### src/design/lsu_pkg.sv
package lsu_pkg;

	// Instruction tag carried through the stage
	localparam int TAG_WIDTH = 4;

	typedef logic [TAG_WIDTH-1:0] tag_t;

	// Bus and register word
	localparam int DATA_WIDTH = 32;

	typedef logic [DATA_WIDTH-1:0] data_t;

	// Access width, coded as the number of bytes
	typedef logic [2:0] mem_width_t;

	localparam mem_width_t WIDTH_BYTE = 3'd1;
	localparam mem_width_t WIDTH_HALF = 3'd2;
	localparam mem_width_t WIDTH_WORD = 3'd4;

endpackage

### src/design/bank_return.sv
`timescale 1ns/1ps

module bank_return #(
	parameter int NUM_BANKS = 4
) (
	input  logic                 i_clock,
	input  logic                 i_reset,

	input  logic [NUM_BANKS-1:0] i_bank_ready,
	input  lsu_pkg::data_t       i_bank_rdata [NUM_BANKS],

	output logic                 o_bus_ready,
	output lsu_pkg::data_t       o_bus_rdata
);

	logic           any_ready;
	lsu_pkg::data_t selected_rdata;

	assign any_ready = |i_bank_ready;

	// At most one bank answers in a cycle
	always_comb begin
		selected_rdata = '0;
		for (int k = 0; k < NUM_BANKS; k++) begin
			if (i_bank_ready[k]) begin
				selected_rdata = i_bank_rdata[k];
			end
		end
	end

	always_ff @(posedge i_clock) begin
		if (i_reset) begin
			o_bus_ready <= 1'b0;
		end else begin
			o_bus_ready <= any_ready;
		end
	end

	always_ff @(posedge i_clock) begin
		if (any_ready) begin
			o_bus_rdata <= selected_rdata;
		end
	end

endmodule

### config.mk
export PLATFORM = sky130hd
export DESIGN_NAME = bank_return
export DESIGN_NICKNAME = d
export VERILOG_FILES = /design/src/design/lsu_pkg.sv /design/src/design/bank_return.sv
export SDC_FILE = /design/constraint.sdc
export NUM_CORES = 1
export LEC_CHECK = 0
export BUFFER_PORTS_ARGS = -buffer_cell sky130_fd_sc_hd__buf_2
export CORE_UTILIZATION = 43
export CTS_BUF_LIST = sky130_fd_sc_hd__clkbuf_8 sky130_fd_sc_hd__clkbuf_16
export DETAILED_ROUTE_END_ITERATION = 10
export PLACE_DENSITY_LB_ADDON = 0.08
export SLEW_MARGIN = 10
export SYNTH_ARGS = -nofsm -noshare
export SYNTH_HDL_FRONTEND = slang
export SYNTH_SLANG_ARGS = --single-unit
### constraint.sdc
create_clock -name i_clock -period 3.6 [get_ports i_clock]
set_input_delay 0.72 -clock i_clock [delete_from_list [all_inputs] [get_ports i_clock]]
set_output_delay 0.72 -clock i_clock [all_outputs]
set_load 0.1 [all_outputs]
Word-level counts from Yosys, hierarchy flattened
Index checks and enable logic that the tools add are counted.
- register bits: 33
- input bits: 134
- output and inout port bits: 33
- logic and storage cells: 7
- multiplexer cells: 4
- reductions and logical operators: 1
- operators with widths (operator ; count):
    $mux W32 ; 4
    $reduce_or A4 Y1 ; 1

Depth between registers and ports, before layout
- depth in word-level cells: 4
- depth in mapped cells: 6
- mapped depth without buffers: 3

Worst setup path after synthesis
OpenSTA, ideal clock, no wires.
- path kind: in2reg
- start: input port i_bank_ready[2]
- end: register o_bus_rdata[0] (enable)
- arrival: 1.745 ns
- setup slack: 1.377 ns
- stages: 3
- cell sequence: nor2_2 > buf_4 > nand2_1
- word-level cells in the longest chain between the ends: 1
- ends and longest elaborated chain (element ; line ; source):
    start: declaration ; bank_return.sv:9 ; input logic [NUM_BANKS-1:0] i_bank_ready,
    $reduce_or A4 Y1 ; bank_return.sv:19 ; assign any_ready = |i_bank_ready;
    net any_ready ; bank_return.sv:16 ; logic any_ready;
    end signal: assignment ; bank_return.sv:41 ; o_bus_rdata <= selected_rdata;
    end: declaration ; bank_return.sv:13 ; output lsu_pkg::data_t o_bus_rdata
The timed path passes the listed nets, and every way through them passes these cells.
A chain may end at the register's enable or synchronous reset.

Final worst setup path
- start: input port i_bank_ready[1]
- end: register o_bus_rdata[29] (enable)
Same word-level chain as after synthesis.

==> metrics.cfg <==
[status]
status = finished, final reports clean

[sta]
setup_viol = 0
hold_viol = 0
max_clock_freq_mhz = 458.4
tns_ns = 0
tightest_slew_ns = 0.9468
maxSlewViolCount = 0
timing.final.crit_share_pct = 60.59
period_needed_ns = 2.181
rsz0062_at_grt = false
slew_headroom_pct = 36.81

[routing]
drtIter0Drc = 71
drc = 0
ant_nets = 0
via_count = 1907
drt_pre_antenna_iters = 4
wire_per_inst_um = 15.01
viasPerCell = 5.196
drt_wl_total_um = 5510

[floorplan]
die_h_um = 71.69
core_sq_um = 4504
dieArea_sq_um = 5139
placementRows = 24
initial_core_util_pct = 46.36
boundaryPins = 167
die_w_um = 71.69

[final_layout]
area_delta_synth_final_pct = 39.60
regArea_sq_um = 980.9
multi_input_area_sq_um = 920.9
layout.nets = 448
nFillCells = 371
postLayoutCoreUtil_pct = 64.72
diodes = 0
drive_above_1_share_pct = 75.87

[setup_path]
cp_slowest_stage_delay_ns = 0.63
cp_max_fo = 20
arrival_ns = 2.15
crit_chain = buf_2 > nor2_1 > nand2_1 > buf_4
critPathCapture = o_bus_rdata[29]$_DFFE_PP_
cp-start-kind = input port
cp-end-kind = flop
cp.depth = 4
crit_family = simple AND/OR/NAND/NOR gates
cp_slowest_cell = nand2_1
crit_buf_inv = 2
critPathKind = in2reg
required_ns = 3.57
cp-startpoint = i_bank_ready[1]

[cts]
cts_made_buffers = 5
cts.path.max_buffers = 2
cts.clk_slew.worst_paths_ns = 0.06
post_cts_buffers = 0
cts_tree = built
cts_sinks = 33
cts_hold_buf = 0
htreeDepth = 2
ctsResizeCount = 0
cts_root_buffer = clkbuf_8

[logic_synthesis]
syn-num-nets = 288
ys_seq_area_share_pct = 46.97
synth_area_sq_um = 2088
synth.distinct_cells = 21
syn_avg_cell_area_sq_um = 13.56
ys_top_cells_by_area = edfxtp_1 46%, a22oi_2 18%, a21oi_2 13%
syn_inst = 154
synth-edff-count = 32
ys_seq_elements = 33
yosys.area.top_type_share_pct = 46.02
synth_commonest_cells = 32 x edfxtp_1, 31 x o22ai_1, 30 x a21oi_2, 30 x a22oi_2, 5 x buf_4
synth.most_common_cell = edfxtp_1
synth_async_sr_flop_share_pct = 0
ys_warn_count = 0
yosysTopAreaCell = edfxtp_1
synthFlopType = edfxtp_1

[flow_run]
maxCapViolations = 0

[hold_path]
worstHoldPathType = in2reg

[global_route]
grt_pass1_wl_um = 8418
grt_remaining_overflow = 0
grt_util_all_layers_pct = 21.51
grt_pass1_vias = 1852
grt_max_degree = 34
antenna_found_initial = 0

[power]
power.total_mw = 1.299
p_leak_nw = 1.264
p_per_area_nw_per_um2 = 445.6
peakVddDrop_uv = 191.0

[placed_design]
io_buffers = 166
hpwl_um = 4194
gp_congestion = 0.7434

## routing by layer
metal	track usage [%]	routed length [um]	vias to the layer above	part of all wire, %
li1	-	-	958	-
met1	26.16	2196	845	40
met2	37.53	2818	98	51
met3	5.767	428	6	7.8
met4	6.100	66	0	1.2
met5	0	0	-	0
## how the worst min path moves through the flow
stage,from,endpoint,slack [ns],cells after the start
final,i_reset,o_bus_ready$_SDFF_PP0_,0.60,2
after global routing,i_reset,o_bus_ready$_SDFF_PP0_,0.60,2
after CTS,i_reset,o_bus_ready$_SDFF_PP0_,0.59,2
after detailed placement,i_reset,o_bus_ready$_SDFF_PP0_,0.89,2
after global placement,i_reset,o_bus_ready$_SDFF_PP0_,0.89,2
after floorplan,i_reset,o_bus_ready$_SDFF_PP0_,0.79,1
## flip-flops by register name (all words and copies together) (netlist names)
signal / cells
o_bus_rdata: 32
o_bus_ready: 1
## placed cells by master (no fill, tap or decap)
cell type    n
edfxtp_1    32
nor2_4       1
inv_1        5
nor2b_4      1
a22oi_2     30
nand2b_2     1
nor3b_1      1
dfxtp_1      1
buf_2      166
a22oi_1      2
buf_4        4
a21oi_2     30
o22ai_1     31
nand2_1      1
nor2_1       1
a21oi_1      2
a221oi_2     1
clkbuf_8     5
## cell families (layout without fill, tap and decap cells)
family,count (synthesis),count (layout),synth area share [%]
compound gates,96,96,41.76
flops,33,33,46.97
buf+inv,19,180,9.167
simple gates,6,6,2.097
## power by group
group / switching (mW) / internal [mW] / leakage (nW)
logic: 0.438 / 0.135 / 0.874
clock network: 0.116 / 0.128 / 0.0519
registers: 0.0100 / 0.472 / 0.338
total: 0.564 / 0.735 / 1.26
## metrics by stage
| stage | setup WS (ns) | hold slack [ns] | cell area, sq um | std cells |
|---|---|---|---|---|
| CTS | 1.430 | 0.5916 | 2915 | 367 |
| floorplan | 1.377 | 0.7891 | 2088 | 154 |
| finish | 1.419 | 0.6011 | 2915 | 367 |
| global placement | 1.181 | 0.8854 | 2835 | 359 |
| detailed placement | 1.134 | 0.8865 | 2835 | 359 |
| global route | 1.306 | 0.5953 | 2915 | 367 |
## final cells by class
type	instances	share of cell area, %
sequential	33	33.65
multi-input combinational	102	31.59
timing repair buffer	170	29.53
clock buffer	5	2.361
tap	52	2.232
clock inverter	3	0.3863
inverter	2	0.2575
No activity file was read; power rests on OpenSTA's default activity.
