File: src/design/lsu_pkg.sv
package lsu_pkg;

	// Instruction tag carried through the stage
	localparam int TAG_WIDTH = 4;

	typedef logic [TAG_WIDTH-1:0] tag_t;

	// Bus and register word
	localparam int DATA_WIDTH = 32;

	typedef logic [DATA_WIDTH-1:0] data_t;

	// Access width, coded as the number of bytes
	typedef logic [2:0] mem_width_t;

	localparam mem_width_t WIDTH_BYTE = 3'd1;
	localparam mem_width_t WIDTH_HALF = 3'd2;
	localparam mem_width_t WIDTH_WORD = 3'd4;

endpackage

File: src/design/sram_bank.sv
`timescale 1ns/1ps

module sram_bank #(
	parameter int BANK_WORDS = 64
) (
	input  logic                          i_clock,
	input  logic                          i_reset,

	input  logic                          i_request,
	input  logic                          i_rw,
	input  logic [$clog2(BANK_WORDS)-1:0] i_word_address,
	input  lsu_pkg::data_t                i_wdata,

	output logic                          o_ready,
	output lsu_pkg::data_t                o_rdata
);

	lsu_pkg::data_t storage [BANK_WORDS];

	logic served;
	logic serve;

	// Only the first cycle of a request is served
	assign serve = i_request && !served;

	always_ff @(posedge i_clock) begin
		if (i_reset) begin
			served  <= 1'b0;
			o_ready <= 1'b0;
		end else begin
			// Clears after the request has been low for a cycle
			served  <= i_request;
			o_ready <= serve;
		end
	end

	always_ff @(posedge i_clock) begin
		if (serve) begin
			if (i_rw) begin
				storage[i_word_address] <= i_wdata;
			end else begin
				o_rdata <= storage[i_word_address];
			end
		end
	end

endmodule

File: config.mk
export PLATFORM = sky130hd
export DESIGN_NAME = sram_bank
export DESIGN_NICKNAME = d
export VERILOG_FILES = /design/src/design/lsu_pkg.sv /design/src/design/sram_bank.sv
export SDC_FILE = /design/constraint.sdc
export NUM_CORES = 2
export LEC_CHECK = 0
export ABC_AREA = 1
export BUFFER_PORTS_ARGS = -buffer_cell sky130_fd_sc_hd__buf_2
export CORE_MARGIN = 2
export CORE_UTILIZATION = 30
export CTS_BUF_LIST = sky130_fd_sc_hd__clkbuf_2
export CTS_CLUSTER_SIZE = 30
export DETAILED_ROUTE_END_ITERATION = 12
export GPL_TIMING_DRIVEN = 0
export PLACE_DENSITY_LB_ADDON = 0.15
export SYNTH_ARGS = -nofsm -noshare
export SYNTH_HDL_FRONTEND = slang
export SYNTH_SLANG_ARGS = --single-unit
File: constraint.sdc
create_clock -name i_clock -period 4.3 [get_ports i_clock]
set_input_delay 0.215 -clock i_clock [delete_from_list [all_inputs] [get_ports i_clock]]
set_output_delay 0.215 -clock i_clock [all_outputs]
set_load 0.005 [all_outputs]
After elaboration in Yosys (flattened, before gate mapping)
Memory sizes are Yosys's and may differ from the RTL's. A register that Yosys moved wholly into a read port is not among the register bits.
Cells that the tools add are included.
Storage, ports and cells
  register bits after elaboration: 2
  RAM bits: 2048
  bits of input ports: 42
  output and inout port bits: 33
  word-level logic and storage cells: 10
  memories: 1
Operators by class
  mux-type cells: 3
  bitwise logic cells: 1
  reduce and logical (&&, ||, !) cells: 3
Memories
  storage: depth 64, width 32, rd ports 1, clocked after Yosys merged registers in 1, wr ports 1, RTL line sram_bank.sv:18  | lsu_pkg::data_t storage [BANK_WORDS];
Operators with widths (count)
  1-bit two-way mux: 3
  2-bit AND reduction: 1
  1-bit logical AND: 1
  1-bit logical NOT: 1
  1-bit inverter: 1

Depth between registers and ports, before layout
  depth after elaboration: 4
  mapped depth: 15
  depth with buffers taken out: 11

Worst setup path after synthesis
Ideal clock, no wire load.
  path kind: in2reg
  start point: input port i_word_address[0]
  end point: memory storage[41][0] (netlist bit), enable pin
  setup time: 502 ps
  arrival: 4014 ps
  required time: 3798 ps
  slack: -216 ps
  stages: 6
  buffers on the path: 4
  cell sequence: buf_2 inv_2 buf_6 buf_4 buf_4 nor4_1
RTL lines
  from (decl): RTL line sram_bank.sv:11  | input logic [$clog2(BANK_WORDS)-1:0] i_word_address,
  to (decl): RTL line sram_bank.sv:18
Straight into the memory's write port.

Worst setup path after layout
  start point: input port i_word_address[3]
  end point: memory storage[40][2] (netlist bit), enable pin
Straight into the memory's write port.

==> reports/results.ini <==
[setup_path]
required_ns = 5.96
end_kind = flop
critPathArrivalTime_ns = 6.03
critPathMaxFanout = 8
path_class = in -> reg
regToRegSetupSlack_ns = 0.35
cp-startpoint = i_word_address[3]
reg2regPathDepth = 6
endpoint = storage[40][2]
r2r_end = storage[39][13]
cp-start-kind = primary input
reg2reg_from = served

[clock_tree]
cts_buffers = 578
clk_path_buf_depth = 4
cts_tree = yes
htree_levels = 6
holdBufCountCts = 164
post_cts_buffers = 0
path_clk_slew_ns = 0.09
cts.sinks = 2082
insertion_delay_ns = 2.02
root_buffer = clkbuf_2
cts_resized = 0

[floorplan]
fp.dieArea_um2 = 294000
rows = 197
num_io_pins = 75
start_util_pct = 30.2
die_height_um = 542
coreArea_um2 = 288000
die_width_um = 542

[routing]
initialDrtViolationCount = 5252
viasPerCell = 4.62
drt-total-wl_um = 324000
postRouteAntennaNets = 0
vias = 62655
drcViolationCount = 0
first_pass_iters = 7
wire_per_inst_um = 23.9

[placed_design]
globalplace.congestion = 0.989
detailed_place_hpwl_um = 229000
port-buffer-count = 71
pre_cts_ws_ns = 0.0591

[logic_synthesis]
synth_top_area_cell = edfxtp_1
yosysSeqAreaShare_pct = 71.9
synth_cell_types = 21
avgSynthCellArea_um2 = 10.3
ys.warnings.count = 0
yosys-top-cells-area = edfxtp_1, nand2_1, buf_2, nor2_1, clkbuf_1
syn_inst = 8448
synth_fp_nets = 8490
netlist_area_um2 = 87000
ys_seq_elements = 2082
yosys.area.top_type_share_pct = 71.8

[final_layout]
nets = 9406
fillers = 29358
multiInputGateArea_um2 = 22800
post-route-util_pct = 35.4
seqCellArea_um2 = 62500
layout-drive-gt1-share_pct = 14.8
syn_to_final_growth_pct = 17.3

[timing]
fin_ws_ns = -0.0733
fmax_ghz = 0.229
hold_violations = 0
worst_pin_slew_ns = 1.30
rsz0062_at_grt = no
drv_slew = 0
finalCritPeriodShare_pct = 102
fin_skew_ns = 0.169
final.min_clock_period_ns = 4.37
finalSetupViolCount = 2
fin_tns_setup_ns = -0.146
relSlewSlack_pct = 13.1

[status]
violations = negative setup slack
outcome = finished, violations left

[min_path]
hold_class = in -> reg

[power_and_ir_drop]
max-vdd-ir-drop_v = 0.000221
leakagePower_nw = 43.2
p_per_area_nw_per_um2 = 396
total_power_mw = 40.4

[global_route]
grt_pass1_wl_um = 453000
antenna_found_initial = 42
gr-total-overflow = 0
grt_max_degree = 65
grt_pass1_vias = 61432
grt_usage_pct = 21.7

[flow_run]
drv_cap = 0

-- state kept, by name, summed over array words and instances, names as in the netlist --
| register | flops |
|---|---|
| o_ready | 1 |
| storage | 2048 |
| served | 1 |
| o_rdata | 32 |
-- Yosys cell counts, drive strengths merged --
master	count
o21ai	7
o211ai	5
buf	297
inv	32
nor2	140
edfxtp	2080
dfxtp	2
nand4	2
nand2	5729
nand3	14
or2	6
nor4	2
clkbuf	124
nor3	8
-- cell usage in the layout (no fill, tap or decap), types with 14 or more instances in the layout --
master	Yosys	routed
buf_16	0	48
nand3_1	14	14
nand2_1	5729	5729
inv_2	14	20
nor2_1	140	77
buf_4	35	70
buf_2	178	224
edfxtp_1	2080	2080
nor2_4	0	63
clkinv_1	0	64
clkbuf_2	0	858
inv_6	0	16
inv_1	18	18
buf_6	16	19
buf_12	0	72
buf_1	68	68
clkbuf_1	124	118
dlygate4sd3_1	0	132
-- logic make-up (layout without fill, tap and decap cells) --
family / after synthesis / in the layout / synth area share (%)
AND/OR/NAND/NOR: 5901 / 5901 / 25.6
flip-flops: 2082 / 2082 / 71.9
buffers and inverters: 453 / 1769 / 2.50
AO/OA/AOI/OAI: 12 / 12 / 0.0834
other: 0 / 8 / 0
-- stage by stage --
| step | area (um^2) | std cells | hold slack (ns) |
|---|---|---|---|
| 2_1_floorplan | 87000 | 8448 | 0.286 |
| 3_3_place_gp | 92100 | 12300 | 0.387 |
| 3_5_place_dp | 94800 | 12401 | 0.390 |
| 4_1_cts | 102000 | 13545 | 0.0142 |
| 5_1_grt | 102000 | 13546 | 0.159 |
| 6_report | 102000 | 13553 | 0.345 |
-- worst min path at each step --
stage                      startpoint          to  slack [ns]  cells past startpoint
floorplan                     i_reset      served        0.29                      1
global placement              i_reset      served        0.39                      2
detailed placement            i_reset     o_ready        0.39                      2
CTS                 i_word_address[1]  o_rdata[2]        0.01                     11
global route        i_word_address[1]  o_rdata[2]        0.16                     11
finish              i_word_address[1]  o_rdata[2]        0.34                     11
-- where the power goes --
part	switching (mW)	leakage [nW]	internal, mW
Combinational	2.56	20.4	0.799
Sequential	0.00919	18.8	22.3
Clock	8.79	3.98	5.91
Total	11.4	43.2	29.0
-- per-layer routing --
layer  routed length, um  track usage (%)  share of wire, %
met5                  88                0             0.027
met2              148000             34.6                46
met1              139000             28.6                43
met3               21900             3.91               6.7
met4               15500             10.3               4.8
-- cell type report --
cell class	count	share of cell area, %
multi-input combinational	5913	22.3
inverter	32	0.118
clock inverter	128	0.933
antenna	8	0.0196
clock buffer	852	4.18
buffer	421	2.02
sequential	2082	61.2
timing repair buffer	336	4.52
tap	3781	4.64
-- worst max-delay path, stage by stage --
cell and delay, ns:
dlygate4sd3_1 0.67, buf_2 0.16, dlygate4sd3_1 0.72, inv_2 0.12, nor3_2 0.18, dlygate4sd3_1 0.58, dlygate4sd3_1 0.79, inv_2 0.06
dlygate4sd3_1 0.82, nor4_2 0.22, dlygate4sd3_1 0.62, buf_4 0.17, dlygate4sd3_1 0.70
Note: power is estimated with default switching activity, not from simulation.
