`config.mk`:
```
export PLATFORM = sky130hd
export DESIGN_NAME = bank_router
export DESIGN_NICKNAME = d
export VERILOG_FILES = /design/src/design/lsu_pkg.sv /design/src/design/bank_router.sv
export SDC_FILE = /design/constraint.sdc
export NUM_CORES = 1
export LEC_CHECK = 0
export BUFFER_PORTS_ARGS = -buffer_cell sky130_fd_sc_hd__clkbuf_2
export CORE_UTILIZATION = 32
export CTS_CLUSTER_DIAMETER = 150
export CTS_CLUSTER_SIZE = 10
export DETAILED_ROUTE_END_ITERATION = 10
export GPL_ROUTABILITY_DRIVEN = 0
export PLACE_DENSITY = 0.76
export SLEW_MARGIN = 10
export SYNTH_ARGS = -nofsm -noshare
export SYNTH_HDL_FRONTEND = slang
export SYNTH_SLANG_ARGS = --single-unit
export TNS_END_PERCENT = 50
```
`constraint.sdc`:
```
create_clock -name i_clock -period 1 [get_ports i_clock]
set_input_delay 0.15 -clock i_clock [delete_from_list [all_inputs] [get_ports i_clock]]
set_output_delay 0.15 -clock i_clock [all_outputs]
set_load 0.005 [all_outputs]
```
`src/design/lsu_pkg.sv`:
```
package lsu_pkg;

	// Instruction tag carried through the stage
	localparam int TAG_WIDTH = 4;

	typedef logic [TAG_WIDTH-1:0] tag_t;

	// Bus and register word
	localparam int DATA_WIDTH = 32;

	typedef logic [DATA_WIDTH-1:0] data_t;

	// Access width, coded as the number of bytes
	typedef logic [2:0] mem_width_t;

	localparam mem_width_t WIDTH_BYTE = 3'd1;
	localparam mem_width_t WIDTH_HALF = 3'd2;
	localparam mem_width_t WIDTH_WORD = 3'd4;

endpackage

```
`src/design/bank_router.sv`:
```
`timescale 1ns/1ps

module bank_router #(
	parameter int NUM_BANKS  = 4,
	parameter int BANK_WORDS = 64
) (
	input  logic                          i_clock,
	input  logic                          i_reset,

	input  logic                          i_bus_request,
	input  logic                          i_bus_rw,
	input  lsu_pkg::data_t                i_bus_address,
	input  lsu_pkg::data_t                i_bus_wdata,

	output logic [NUM_BANKS-1:0]          o_bank_request,
	output logic                          o_bank_rw,
	output logic [$clog2(BANK_WORDS)-1:0] o_bank_word_address,
	output lsu_pkg::data_t                o_bank_wdata
);

	localparam int BANK_BITS = $clog2(NUM_BANKS);
	localparam int ROW_BITS  = $clog2(BANK_WORDS);

	logic [BANK_BITS-1:0] bank_index;
	logic [ROW_BITS-1:0]  row;
	logic [NUM_BANKS-1:0] bank_select;

	// Word interleaving, upper address bits wrap
	assign bank_index  = i_bus_address[2 +: BANK_BITS];
	assign row         = i_bus_address[2 + BANK_BITS +: ROW_BITS];
	assign bank_select = {{(NUM_BANKS-1){1'b0}}, 1'b1} << bank_index;

	always_ff @(posedge i_clock) begin
		if (i_reset) begin
			o_bank_request <= '0;
			o_bank_rw      <= 1'b0;
		end else if (i_bus_request) begin
			o_bank_request <= bank_select;
			o_bank_rw      <= i_bus_rw;
		end else begin
			o_bank_request <= '0;
			o_bank_rw      <= 1'b0;
		end
	end

	always_ff @(posedge i_clock) begin
		if (i_bus_request) begin
			o_bank_word_address <= row;
			o_bank_wdata        <= i_bus_wdata;
		end else begin
			o_bank_word_address <= '0;
			o_bank_wdata        <= '0;
		end
	end

endmodule

```
# Word level (Yosys, flattened, before mapping)
# Index checks and enable logic that the tools add are counted.
[word_totals]
register_bits = 43
input_bits = 68
out_inout_bits = 43
elab_cells = 7
[classes]
n_shift = 1
n_bitwise = 1
n_reduce_logical = 1
[ops]
columns = ["operator", "n"]
rows = [
  ["$shl 1x2->4 const A", 1],
  ["$reduce_or 2->1", 1],
  ["$not 1->1", 1],
]

# Depth between registers and ports, before layout
[logic_depth]
word_depth = 2
ltp_mapped = 2
ltp_nobuf = 1

# Worst setup path after synthesis
# OpenSTA, ideal clock, no wires.
[synth_path]
path_kind = "in2reg"
from = "input i_bus_request"
to = "register o_bank_wdata[10]"
setup_time_ps = 116
t_arrival_ps = 429
required_ps = 884
slack_ps = 455
path_stages = 2
n_path_buf = 1
cell_sequence = "clkbuf_2 > and2_2"
[synth_rtl]
columns = ["element", "line", "text"]
rows = [
  ["start: declaration", "bank_router.sv:10", "input logic i_bus_request,"],
  ["end signal: assignment", "bank_router.sv:49", "o_bank_wdata <= i_bus_wdata;"],
  ["end: declaration", "bank_router.sv:18", "output lsu_pkg::data_t o_bank_wdata"],
]
# No word-level cell between the ends.

# Worst setup path after layout
[layout_path]
from = "register o_bank_request[3]"
to = "output o_bank_request[3]"
[layout_rtl]
columns = ["element", "line", "text"]
rows = [
  ["start: declaration", "bank_router.sv:15", "output logic [NUM_BANKS-1:0] o_bank_request,"],
  ["start signal: assignment", "bank_router.sv:38", "o_bank_request <= bank_select;"],
]
# No word-level cell between the ends.

==> impl_metrics.json <==
{
  "setup_viol": 0,
  "grt_usage_pct": 12.48,
  "ys_types": 9,
  "multiInputGateArea_um2": 327.8,
  "start_util_pct": 33.19,
  "antenna_found_initial": 0,
  "dr.pass1.iters": 5,
  "ios": 111,
  "min_path_type": "in2reg",
  "seq_power_share_pct": 58.5,
  "wl_per_cell_um": 9.861,
  "muxShareOfSynthArea_pct": 0,
  "yosysSeqAreaShare_pct": 70.85,
  "syn-instance-count": 90,
  "switchingPower_uw": 648.3,
  "cellPowerDensity_nw_per_um2": 1741,
  "yosys.area.top_type": "dfxtp_1",
  "dp_hpwl_mm": 1.867,
  "swShare_pct": 20.84,
  "min_period_over_period_pct": 87.17,
  "path_buf_inv": 1,
  "tightest_slew_ps": 227.8,
  "max_freq_mhz": 1147,
  "rows": 22,
  "layout_commonest_cell": "clkbuf_2",
  "numCtsBuffers": 5,
  "synth_fa_ha_area_share_pct": 0,
  "final_net_count": 250,
  "clock_sinks": 43,
  "dieArea_um2": 4047,
  "max_cap_viol_count": 0,
  "tns_ps": 0,
  "drt_iter0_drc": 24,
  "clk_pin_slew_worst_paths_ps": 80,
  "grt_pass1_wl_mm": 3.719,
  "drc": 0,
  "critPathArrivalTime_ps": 720,
  "syn_area_per_cell_um2": 13.50,
  "syn2layout_area_growth_pct": 47.06,
  "max_stage_delay_ps": 320,
  "grt_pass1_vias": 856,
  "rsz0062_at_grt": "no",
  "die_w_um": 63.62,
  "io_buffers": 86,
  "final_util_pct": 48.80,
  "p_leak_uw": 0.0009259,
  "cp_top_family": "flip-flops",
  "slew_headroom_pct": 84.60,
  "required_ps": 850,
  "viasPerCell": 3.905,
  "synth_warnings": 0,
  "hold_depth": 2,
  "crit_path_top_delay_cell": "dfxtp_1",
  "crit_chain": "clkbuf_2",
  "totalWireLength_mm": 2.278,
  "clock-root-buffer": "clkbuf_8",
  "max-clock-path-buffers": 2,
  "fillers": 348,
  "syn_area_um2": 1215,
  "cts_resized": 0,
  "synth_compound_area_share_pct": 0,
  "cts_max_level": 2,
  "antenna_left": 0,
  "clkPwrFrac_pct": 32.7,
  "critPathMaxFanout": 1,
  "vias": 902,
  "synth_xor_area_share_pct": 0,
  "status": "finished, final reports clean",
  "comb_power_share_pct": 8.7,
  "start_kind": "flip-flop",
  "synth-seq-cells": 43,
  "hold_slack_ps": 59.62,
  "finalCriticalPeriod_ps": 871.7,
  "seq_area_um2": 860.8,
  "timing_max_transition_violations_final": 0,
  "final_cell_mix": "86 x clkbuf_2, 43 x dfxtp_1, 30 x and2_2",
  "grt_max_degree": 22,
  "end_kind": "primary output",
  "syn-num-nets": 158,
  "post_cts_buffers": 0,
  "crit_type": "reg2out",
  "peakVddDrop_mv": 0.8391,
  "ys_top_cells_by_area": "dfxtp_1 71%, and2_2 19%, and2_1 4.1%",
  "n_antenna_cell": 0,
  "timing.final.hold_violations": 0,
  "power.internal_uw": 2463,
  "grt-ovfl-total": 0,
  "drive_gt1_share_pct": 69.95,
  "synth_top_family_by_area": "simple AND/OR/NAND/NOR gates",
  "cts_hold_buf": 0,
  "yosys.area_share.simple_pct": 26.98,
  "cts_tree": "built",
  "core_area_um2": 3661,
  "fp.dieH_um": 63.62,
  "critical_path_depth": 1,
  "synth_top_area_share_pct": 70.85
}
-- stage by stage --
stage	setup WS [ps]	instance area, µm²	total power (µW)	std cells
CTS	109.9	1787	3168	231
finish	128.3	1787	3111	231
global route	76.72	1787	3276	231
detailed placement	254.0	1702	2140	223
global placement	265.5	1702	2131	223
floorplan	454.6	1215	1959	90
-- flip-flops by register name, summed over array words and instances, names as in the netlist --
signal and flops:
o_bank_wdata 32, o_bank_rw 1, o_bank_request 4, o_bank_word_address 6
-- final timing paths --
path / start / to / slack [ps]
worst max-delay path: o_bank_request[3]$_SDFF_PP0_ / o_bank_request[3] / 130
worst min-delay path: i_bus_address[2] / o_bank_request[0]$_SDFF_PP0_ / 60
-- final cells by class --
class / instances / share of cell area (%)
sequential: 43 / 48.18
clock buffer: 6 / 4.062
timing repair buffer: 89 / 25.35
clock inverter: 2 / 0.7003
multi-input combinational: 43 / 18.35
tap: 48 / 3.361
-- power groups by stage --
| stage | Combinational (µW) | Clock [µW] | Sequential, µW |
|---|---|---|---|
| finish | 272 | 1020 | 1820 |
| floorplan | 85.9 | 0 | 1870 |
| global placement | 274 | 0 | 1860 |
| CTS | 279 | 1070 | 1820 |
| global route | 304 | 1140 | 1830 |
| detailed placement | 278 | 0 | 1860 |
-- synth_stat cells --
| master | number |
|---|---|
| and4bb_2 | 2 |
| nor4b_1 | 1 |
| clkbuf_2 | 3 |
| and2_2 | 30 |
| and3b_1 | 1 |
| and4b_1 | 1 |
| dfxtp_1 | 43 |
| buf_6 | 1 |
| and2_1 | 8 |
-- logic make-up after synthesis --
group	count (synthesis)
flops	43
simple gates	43
buf+inv	4
-- metal layers --
metal  global-route usage [%]  routed length (µm)  share of wire, %  up-vias
met2                    22.87                1267                56       33
met4                    6.818                  59               2.6        0
met3                    5.072                 110               4.8        5
met1                    11.55                 842                37      406
met5                        0                   0                 0        -
li1                         -                   -                 -      458
No activity file was read; power rests on OpenSTA's default activity.
