`config.mk`:
```
export PLATFORM = sky130hd
export DESIGN_NAME = mem_stage
export DESIGN_NICKNAME = d
export VERILOG_FILES = /design/src/design/lsu_pkg.sv /design/src/design/mem_stage.sv
export SDC_FILE = /design/constraint.sdc
export NUM_CORES = 1
export LEC_CHECK = 0
export BUFFER_PORTS_ARGS = -buffer_cell sky130_fd_sc_hd__buf_2
export CAP_MARGIN = 15
export CORE_MARGIN = 3
export CORE_UTILIZATION = 44
export CTS_CLUSTER_DIAMETER = 100
export DETAILED_ROUTE_END_ITERATION = 7
export GPL_ROUTABILITY_DRIVEN = 0
export PLACE_DENSITY = 0.78
export REMOVE_ABC_BUFFERS = 1
export SYNTH_ARGS = -nofsm -noshare
export SYNTH_HDL_FRONTEND = slang
export SYNTH_SLANG_ARGS = --single-unit
```
`constraint.sdc`:
```
create_clock -name i_clock -period 3.3 [get_ports i_clock]
set_input_delay 0.66 -clock i_clock [delete_from_list [all_inputs] [get_ports i_clock]]
set_output_delay 0.66 -clock i_clock [all_outputs]
set_load 0.005 [all_outputs]
```
`src/design/lsu_pkg.sv`:
```
package lsu_pkg;

	// Instruction tag carried through the stage
	localparam int TAG_WIDTH = 4;

	typedef logic [TAG_WIDTH-1:0] tag_t;

	// Bus and register word
	localparam int DATA_WIDTH = 32;

	typedef logic [DATA_WIDTH-1:0] data_t;

	// Access width, coded as the number of bytes
	typedef logic [2:0] mem_width_t;

	localparam mem_width_t WIDTH_BYTE = 3'd1;
	localparam mem_width_t WIDTH_HALF = 3'd2;
	localparam mem_width_t WIDTH_WORD = 3'd4;

endpackage

```
`src/design/mem_stage.sv`:
```
`timescale 1ns/1ps

module mem_stage (
	input  logic                i_clock,
	input  logic                i_reset,

	// Pipeline side
	input  lsu_pkg::tag_t       i_tag,
	input  logic [4:0]          i_inst_rd,
	input  lsu_pkg::data_t      i_rd,
	input  lsu_pkg::data_t      i_pc_next,
	input  logic                i_mem_read,
	input  logic                i_mem_write,
	input  lsu_pkg::mem_width_t i_mem_width,
	input  logic                i_mem_signed,
	input  lsu_pkg::data_t      i_mem_address,

	// Bus side
	input  logic                i_bus_ready,
	input  lsu_pkg::data_t      i_bus_rdata,
	output logic                o_bus_request,
	output logic                o_bus_rw,
	output lsu_pkg::data_t      o_bus_address,
	output lsu_pkg::data_t      o_bus_wdata,

	// Retired instruction
	output lsu_pkg::tag_t       o_tag,
	output logic [4:0]          o_inst_rd,
	output lsu_pkg::data_t      o_rd,
	output lsu_pkg::data_t      o_pc_next,
	output logic                o_stall
);

	typedef enum logic [1:0] {
		STATE_IDLE,
		STATE_RMW_READ,
		STATE_RMW_REREQUEST,
		STATE_RMW_WRITE
	} state_t;

	state_t state;

	logic new_inst;
	logic in_idle;
	logic is_load;
	logic is_store;
	logic is_word;
	logic pass_through;
	logic single_access;
	logic start_rmw;
	logic load_done;
	logic retire;

	logic [1:0]     byte_index;
	lsu_pkg::data_t rdata_shifted;
	lsu_pkg::data_t load_value;
	logic [3:0]     lane_mask;
	lsu_pkg::data_t store_lanes;
	lsu_pkg::data_t merged_word;

	assign new_inst = (i_tag != o_tag);
	assign in_idle  = (state == STATE_IDLE);
	assign is_load  = i_mem_read;
	assign is_store = i_mem_write && !i_mem_read;
	assign is_word  = (i_mem_width == lsu_pkg::WIDTH_WORD);

	assign pass_through  = new_inst && in_idle && !i_mem_read && !i_mem_write;
	assign single_access = new_inst && in_idle && (is_load || (is_store && is_word));
	assign start_rmw     = new_inst && in_idle && is_store && !is_word;
	assign load_done     = single_access && is_load && i_bus_ready;

	assign retire = pass_through
		|| (single_access && i_bus_ready)
		|| ((state == STATE_RMW_WRITE) && i_bus_ready);

	// Hold the pipeline only for memory accesses
	assign o_stall = new_inst && (i_mem_read || i_mem_write);

	assign o_bus_address = {i_mem_address[31:2], 2'b00};

	assign byte_index    = i_mem_address[1:0];
	assign rdata_shifted = i_bus_rdata >> {byte_index, 3'b000};

	// Load extension
	always_comb begin
		case (i_mem_width)
			lsu_pkg::WIDTH_BYTE:
				load_value = {{24{i_mem_signed & rdata_shifted[7]}}, rdata_shifted[7:0]};
			lsu_pkg::WIDTH_HALF:
				load_value = {{16{i_mem_signed & rdata_shifted[15]}}, rdata_shifted[15:0]};
			default:
				load_value = i_bus_rdata;
		endcase
	end

	// Byte lanes written by a sub-word store
	always_comb begin
		if (i_mem_width == lsu_pkg::WIDTH_BYTE) begin
			lane_mask   = 4'b0001 << byte_index;
			store_lanes = {4{i_rd[7:0]}};
		end else begin
			lane_mask   = 4'b0011 << byte_index;
			store_lanes = {2{i_rd[15:0]}};
		end
	end

	always_comb begin
		for (int lane = 0; lane < 4; lane++) begin
			if (lane_mask[lane]) begin
				merged_word[8*lane +: 8] = store_lanes[8*lane +: 8];
			end else begin
				merged_word[8*lane +: 8] = i_bus_rdata[8*lane +: 8];
			end
		end
	end

	always_ff @(posedge i_clock) begin
		if (i_reset) begin
			state         <= STATE_IDLE;
			o_bus_request <= 1'b0;
			o_bus_rw      <= 1'b0;
			o_tag         <= '0;
		end else begin
			case (state)
				STATE_IDLE: begin
					if (single_access) begin
						// Request drops on the edge that sees ready
						o_bus_request <= !i_bus_ready;
						o_bus_rw      <= is_store && !i_bus_ready;
					end else if (start_rmw) begin
						o_bus_request <= 1'b1;
						o_bus_rw      <= 1'b0;
						state         <= STATE_RMW_READ;
					end
				end

				STATE_RMW_READ: begin
					if (i_bus_ready) begin
						o_bus_request <= 1'b0;
						o_bus_rw      <= 1'b1;
						state         <= STATE_RMW_REREQUEST;
					end
				end

				// One idle bus cycle before the write
				STATE_RMW_REREQUEST: begin
					o_bus_request <= 1'b1;
					state         <= STATE_RMW_WRITE;
				end

				STATE_RMW_WRITE: begin
					if (i_bus_ready) begin
						o_bus_request <= 1'b0;
						o_bus_rw      <= 1'b0;
						state         <= STATE_IDLE;
					end
				end

				default: begin
					state <= STATE_IDLE;
				end
			endcase

			if (retire) begin
				o_tag <= i_tag;
			end
		end
	end

	always_ff @(posedge i_clock) begin
		if (retire) begin
			o_inst_rd <= i_inst_rd;
			o_pc_next <= i_pc_next;
		end

		if (load_done) begin
			o_rd <= load_value;
		end else if (pass_through) begin
			o_rd <= i_rd;
		end

		if ((state == STATE_RMW_READ) && i_bus_ready) begin
			o_bus_wdata <= merged_word;
		end else if (single_access && is_store) begin
			o_bus_wdata <= i_rd;
		end
	end

endmodule

```
Yosys cells after proc, flatten, opt, wreduce, memory -nomap -nowiden
Index checks and enable logic that the tools add are counted.
- register bits: 109
- input port bits: 146
- output and inout port bits: 140
- reduce and logical (&&, ||, !) cells: 32
- mux-type cells: 24
- bitwise gates (word level): 2
- shift operators: 3
- eq/ne operators: 13
- operator list (cell ; count):
    32-bit two-way mux ; 5
    32-bit case mux with 2 select lines ; 1
    8-bit two-way mux ; 4
    32-bit by 5-bit >> shifter with 16-bit output ; 1
    1-bit logical AND ; 16
    2-bit two-way mux ; 4
    2-bit case mux with 4 select lines ; 1
    4-bit AND reduction ; 2
    1-bit two-way mux ; 6
    2-bit inequality test, second input constant ; 3
    1-bit case mux with 3 select lines ; 2
    2-bit == test, second input constant ; 2
    1-bit zero test ; 4
    1-bit logical OR ; 4
    4-bit two-way mux ; 1
    2-bit by 1-bit inequality test with 1-bit output, second input constant ; 2
    4-bit inequality test ; 1
    2-bit nonzero test ; 2
    1-bit by 2-bit << shifter with 4-bit output, first input constant ; 1
    2-bit by 2-bit << shifter with 4-bit output, first input constant ; 1
    3-bit by 1-bit == test with 1-bit output, second input constant ; 1
    3-bit by 2-bit == test with 1-bit output, second input constant ; 1
    3-bit == test, second input constant ; 1
    3-bit by 1-bit inequality test with 1-bit output, second input constant ; 1
    other kinds (6) ; 7

Longest topological paths before layout
Gate-level depths: netlist of run 1.
- depth after elaboration: 8
- depth in mapped cells: 8
- gate-level depth less buffers: 6

Worst setup path before layout of run 1
Ideal clock, no wire load.
- kind: input-to-reg
- start point: in i_tag[0]
- end point: reg o_inst_rd[0] (enable)
- data arrival time: 2.314 ns
- slack: 0.560 ns
- setup time: 0.426 ns
- stages: 5
- data required time: 2.874 ns
- cell sequence: xor2_1 > or4_1 > buf_4 > a32oi_4 > inv_1
- word-level cells in the longest chain between the ends: 6
- ends and longest elaborated chain (item ; line ; RTL):
    start: declaration ; mem_stage.sv:8 ; input lsu_pkg::tag_t i_tag,
    4-bit inequality test * ; mem_stage.sv:61 ; assign new_inst = (i_tag != o_tag);
    1-bit logical AND * ; mem_stage.sv:67, mem_stage.sv:68 ;
    1-bit logical AND (on tied branches) ; mem_stage.sv:67, mem_stage.sv:68 ;
    1-bit logical AND (on tied branches) ; mem_stage.sv:67, mem_stage.sv:73 ;
    1-bit logical OR * ; mem_stage.sv:73 ; || (single_access && i_bus_ready)
    1-bit logical OR * ; mem_stage.sv:74 ; || ((state == STATE_RMW_WRITE) && i_bus_ready);
    named net retire ; mem_stage.sv:52 ; logic retire;
    end signal: assignment ; mem_stage.sv:172 ; o_inst_rd <= i_inst_rd;
    end: declaration ; mem_stage.sv:28 ; output logic [4:0] o_inst_rd,
Mark *: on every way through the listed nets, which the timed path passes. The rest lies on a longest branch.
A chain may end at the register's enable or synchronous reset.

Worst setup path after layout of run 1
- start point: in i_tag[0]
- end point: out o_stall
- word-level cells in the longest chain between the ends: 2
- ends and longest elaborated chain (item ; line ; RTL):
    4-bit inequality test ; mem_stage.sv:61 ;
    1-bit logical AND ; mem_stage.sv:77 ; assign o_stall = new_inst && (i_mem_read || i_mem_write);
    end: declaration ; mem_stage.sv:31 ; output logic o_stall
No other way between the ends.

==> flow_summary.toml, run 1 <==
[drt]
post_drt_wl_per_cell_um = 22.0
drt_first_iter_violations = 445
via_per_inst = 5.50
drc = 0
ant_nets = 0
wirelength_um = 18100
num_vias = 4537
first_pass_iters = 5

[timing]
fin_crit_ns = 2.71
rsz0062_at_grt = "no"
setup_viol = 0
whs_ns = 0.483
tightest_slew_ns = 1.05
slew_violations = 0
max_freq_mhz = 369
relSlewSlack_pct = 30.0
final_hold_viol_count = 0
skew_ns = 0.00499
fin_tns_setup_ns = 0
finalWorstSetupSlack_ns = 0.593
fin_crit_sh_pct = 82.0

[yosys]
synth-seq-cells = 109
syn-cell-area_um2 = 5680
synth_flop_cell = "edfxtp_1"
synth.distinct_cells = 55
async_flop_share_pct = 0
yosysMostFrequentCell = "edfxtp_1"
synth.top_cell.area_share_pct = 53.4
yosys.area.top_type = "edfxtp_1"
syn_inst = 466
ys_seq_area_share_pct = 56.2
synth_edf_count = 101
synth.avg_cell_area_um2 = 12.2
yosys_warnings = 0
synth_area_leaders = "edfxtp_1, mux2i_1, mux2_2"
synth_common_cells = "edfxtp_1, mux2i_1, nand2_1"

[setup_path]
end_kind = "output pin"
crit_arrival_ns = 2.05
cp-start-kind = "input pin"
crit_type = "in2out"
crit_fanout = 10
critPathRequiredTime_ns = 2.64

[global_route]
grt_overflow = 0
grt_pass1_wl_um = 27200
grt_start_max_net_pins = 47
first_global_vias = 4690
antenna_found_initial = 2
grt_usage_pct = 25.1

[power]
power.density_nw_per_um2 = 661
p_leak_nw = 3.02
ir_drop_mv = 0.466

[clock_tree]
clockBufferDepth = 2
cts.root.buffer_cell = "clkbuf_16"
cts_tree = "yes"
cts_made_buffers = 9
post_cts_buffers = 0
postCtsHoldBufs = 0
cts.clk_slew.worst_paths_ns = 0.07
clk_latency_ns = 0.35
clock_sinks = 109
cts_max_level = 3
cts_resized = 0

[floorplanning]
row_count = 40
die_x_um = 120
start_util_pct = 46.1
die-area_um2 = 14300
die_h_um = 120
core_area_um2 = 12300
pin_count = 286

[finish]
fin_nets = 803
drive_above_1_share_pct = 43.3
area_growth_pct = 24.2
fin_util_pct = 57.3

[place]
portBuffers = 223
dp_hpwl_um = 13500
place_ws_ns = 0.515

[status]
outcome = "completed"

[worst_hold_path]
worstHoldPathType = "reg2reg"

[flow_run]
cap_violations = 0
==> where the power goes <==
part | switching (W) | internal (W)
combinational | 0.000860 | 0.000564
sequential | 0.000109 | 0.00199
clock | 0.000476 | 0.000658
==> worst paths after layout <==
path                                    start       endpoint  slack, ns  cells past startpoint
worst max-delay path                 i_tag[0]        o_stall       0.59                      5
worst min register to register  o_bus_request  o_bus_request       0.48                      2
worst max register to register       o_tag[0]  o_pc_next[28]       0.93                      5
worst min-delay path            o_bus_request  o_bus_request       0.48                      2
==> flip-flops by register name, summed over array words and instances (netlist names) <==
signal / cells
o_bus_wdata: 32
o_pc_next: 32
o_rd: 32
o_inst_rd: 5
o_tag: 4
state: 2
o_bus_request: 1
o_bus_rw: 1
==> critical path: stages <==
cell     delay (ns)
buf_2          0.11
xor2_1         0.18
or4_1          0.75
nor2b_1        0.22
buf_2          0.13
==> final cells by class <==
type | count | area (um2)
Multi-Input combinational cell | 291 | 2110
Sequential cell | 109 | 3190
Antenna cell | 1 | 2.50
Timing Repair Buffer | 235 | 1210
Tap cell | 168 | 210
Fill cell | 1054 | 5260
Clock inverter | 6 | 77.6
Clock buffer | 10 | 229
Inverter | 5 | 18.8
==> layout by cell type (no fill, tap or decap), drive strengths merged, types with 2 or more instances in the layout <==
master / instances
a211oi: 2
a21o: 4
a21oi: 34
a22oi: 7
a2bb2oi: 8
and3b: 2
buf: 235
bufinv: 2
clkbuf: 10
clkinv: 4
conb: 2
dfxtp: 8
edfxtp: 101
ha: 6
inv: 5
mux2: 23
mux2i: 39
nand2: 34
nand2b: 13
nor2: 24
nor2b: 2
nor3: 2
nor3b: 3
nor4b: 2
o21ai: 33
o22a: 8
o22ai: 7
o2bb2ai: 8
o31ai: 2
or2: 2
xor2: 4
==> per-stage QoR <==
stage | cells | power, W | instance area, um2
after floorplan | 405 | 0.00286 | 5300
after global routing | 825 | 0.00490 | 7050
after detailed placement | 808 | 0.00356 | 6740
final | 825 | 0.00466 | 7050
after global placement | 808 | 0.00350 | 6740
after CTS | 824 | 0.00470 | 7050
==> logic make-up after synthesis <==
| kind of cell | Yosys count | share of synthesized area, % |
|---|---|---|
| AOI/OAI and AO/OA | 123 | 14.8 |
| xor gates and xnor gates | 5 | 0.771 |
| adders and majority gates | 6 | 1.32 |
| buffers and inverters | 67 | 6.99 |
| DFF | 109 | 56.2 |
| muxes | 63 | 11.8 |
| other | 1 | 0.0660 |
| and+or+nand+nor | 92 | 7.98 |
==> routing by layer <==
| metal | track usage [%] | vias to the layer above | routed length, um |
|---|---|---|---|
| met2 | 39.5 | 249 | 8610 |
| met5 | 5.51 | - | 94 |
| met3 | 11.5 | 28 | 1990 |
| met4 | 6.73 | 4 | 300 |
| li1 | - | 2084 | - |
| met1 | 31.0 | 2172 | 7150 |
Note: power is estimated with default switching activity, not from simulation.
==> run 2: changes to the inputs <==
Settings changed: CORE_UTILIZATION 44 to 42, PLACE_DENSITY 0.78 to 0.77.
Clock period 3.3 ns to 2.3 ns, I/O delays scaled along.
==> run 2 against run 1 <==
- clock-buffer cell count increased by 1
- total power grew 50%
- register-to-register slack got worse by 0.69 ns
- core utilization is 0.81 points lower
- clock power rose by 54%
- worst hold slack lost 0.20 ns
- sequential share of layout area fell by 1.5 points
- highest routed layer unchanged
==> flow_summary.toml, run 2 (synthesis results as in run 1) <==
[finish]
area_growth_pct = 28.6
ff_latch_area_um2 = 3200
fin_util_pct = 56.5
layout_common_cells = "buf_2, edfxtp_1, mux2i_1"
final_area_um2 = 7300
reg_top3 = "o_bus_wdata (32), o_pc_next (32), o_rd (32)"
fillers = 1142
drive_above_1_share_pct = 45.7
fin_nets = 823
multi_input_area_um2 = 2130
final_common_cell = "buf_2"
stdcell_count = 849

[setup_path]
crit_fanout = 3
regToRegSetupSlack_ns = 0.24
reg2reg_depth = 6
end_kind = "output pin"
r2r-start = "o_tag[2]"
crit_arrival_ns = 1.73
critPathRequiredTime_ns = 1.84
crit_type = "reg2out"
cp-start-kind = "flop"
rr_endpoint = "o_pc_next[18]"

[floorplanning]
die_x_um = 122
start_util_pct = 43.9
pin_count = 286
core_area_um2 = 12900
die_h_um = 122
die-area_um2 = 15000
row_count = 41

[place]
dp.cells = 832
dp_hpwl_um = 13800
postPlaceCellArea_um2 = 6950
portBuffers = 223

[clock_tree]
clockBufferDepth = 2
cts_made_buffers = 9
cts.clk_slew.worst_paths_ns = 0.07
postCtsHoldBufs = 0
cts.root.buffer_cell = "clkbuf_16"
clk_latency_ns = 0.35
clock_sinks = 109
cts_tree = "yes"
cts_max_level = 3

[power]
pwr-share-comb_pct = 31.9
p_sw_share_pct = 30.5
power.internal_w = 0.00486
clkPwrFrac_pct = 24.9
p_leak_nw = 3.15
power.density_nw_per_um2 = 959
ir_drop_mv = 0.698
p_seq_share_pct = 43.2
switchingPower_w = 0.00214
power.total_w = 0.00700

[worst_hold_path]
hold_depth = 1
hold_end = "o_pc_next[26]"
worstHoldPathType = "in2reg"
min_from = "i_pc_next[26]"

[timing]
relSlewSlack_pct = 44.9
rsz0062_at_grt = "no"
fin_tns_setup_ns = 0
fin_crit_sh_pct = 95.4
slew_violations = 0
setup_viol = 0
fin_crit_ns = 2.19
final_hold_viol_count = 0
max_freq_mhz = 456
tightest_slew_ns = 0.826
skew_ns = 0.00623

[drt]
drt_first_iter_violations = 476
drc = 0
first_pass_iters = 5
via_per_inst = 5.53
post_drt_wl_per_cell_um = 21.9
num_vias = 4698
ant_nets = 0
wirelength_um = 18600

[flow_run]
cap_violations = 0

[global_route]
grt_pass1_wl_um = 26700
grt_usage_pct = 24.1
grt_start_max_net_pins = 50
antenna_found_initial = 0
grt_overflow = 0
first_global_vias = 4647

[status]
outcome = "completed"
run 2: changes by cell type in the layout (fill, tap and decap cells not counted), moves of 2 or more:
cell and change:
buf_4 +16, dfxtp_2 +2, dfxtp_1 -3, buf_12 +4
run 2: metrics by stage:
step / worst slack [ns] / hold WS (ns)
global placement: 0.0586 / 0.458
global route: 0.0632 / 0.272
detailed placement: 0.0420 / 0.464
finish: 0.105 / 0.282
floorplan: -0.398 / 0.464
CTS: 0.00879 / 0.273
run 2: layer usage:
layer | routed length [um] | track usage (%) | part of all wire [%]
met3 | 2050 | 9.86 | 11
met2 | 8790 | 38.2 | 47
met5 | 80 | 4.86 | 0.43
met1 | 7180 | 29.6 | 39
met4 | 454 | 8.26 | 2.4
run 2: cell type report:
type | instances | area share, %
flip-flops and latches | 109 | 43.8
clock inverters | 5 | 1.35
inverters | 5 | 0.257
diodes | 1 | 0.0343
repair buffers | 255 | 19.3
clock buffers | 11 | 3.19
multi-input cells | 291 | 29.1
well taps | 172 | 2.95
run 2: repair_timing:
item | 4_1_cts | 5_1_grt
buffers inserted | 1 | 0
pin swaps | 1 | 1
endpoints found under the setup margin | 1 | 1
resized for setup | 1 | 5
run 2: power by group through the flow:
stage                     logic (W)  registers (W)  clock network (W)
final                       0.00223        0.00302            0.00174
after global routing        0.00243        0.00306            0.00185
after detailed placement    0.00222        0.00306                  0
after floorplan            0.000993        0.00311                  0
after CTS                   0.00223        0.00302            0.00177
after global placement      0.00212        0.00304                  0
run 2: worst max-delay path by stage:
stage | startpoint | to | slack (ns)
finish | o_tag[2] | o_stall | 0.11
CTS | o_tag[1] | o_stall | 0.009
detailed placement | i_tag[0] | o_stall | 0.04
global placement | i_tag[0] | o_stall | 0.06
floorplan | i_mem_width[2] | o_bus_wdata[24] | -0.40
global route | o_tag[2] | o_stall | 0.06
run 2: critical path, stage by stage, from the launching register on:
cell	delay [ns]
dfxtp_4	0.36
xor2_2	0.18
or4_4	0.56
nor2b_1	0.15
buf_2	0.14
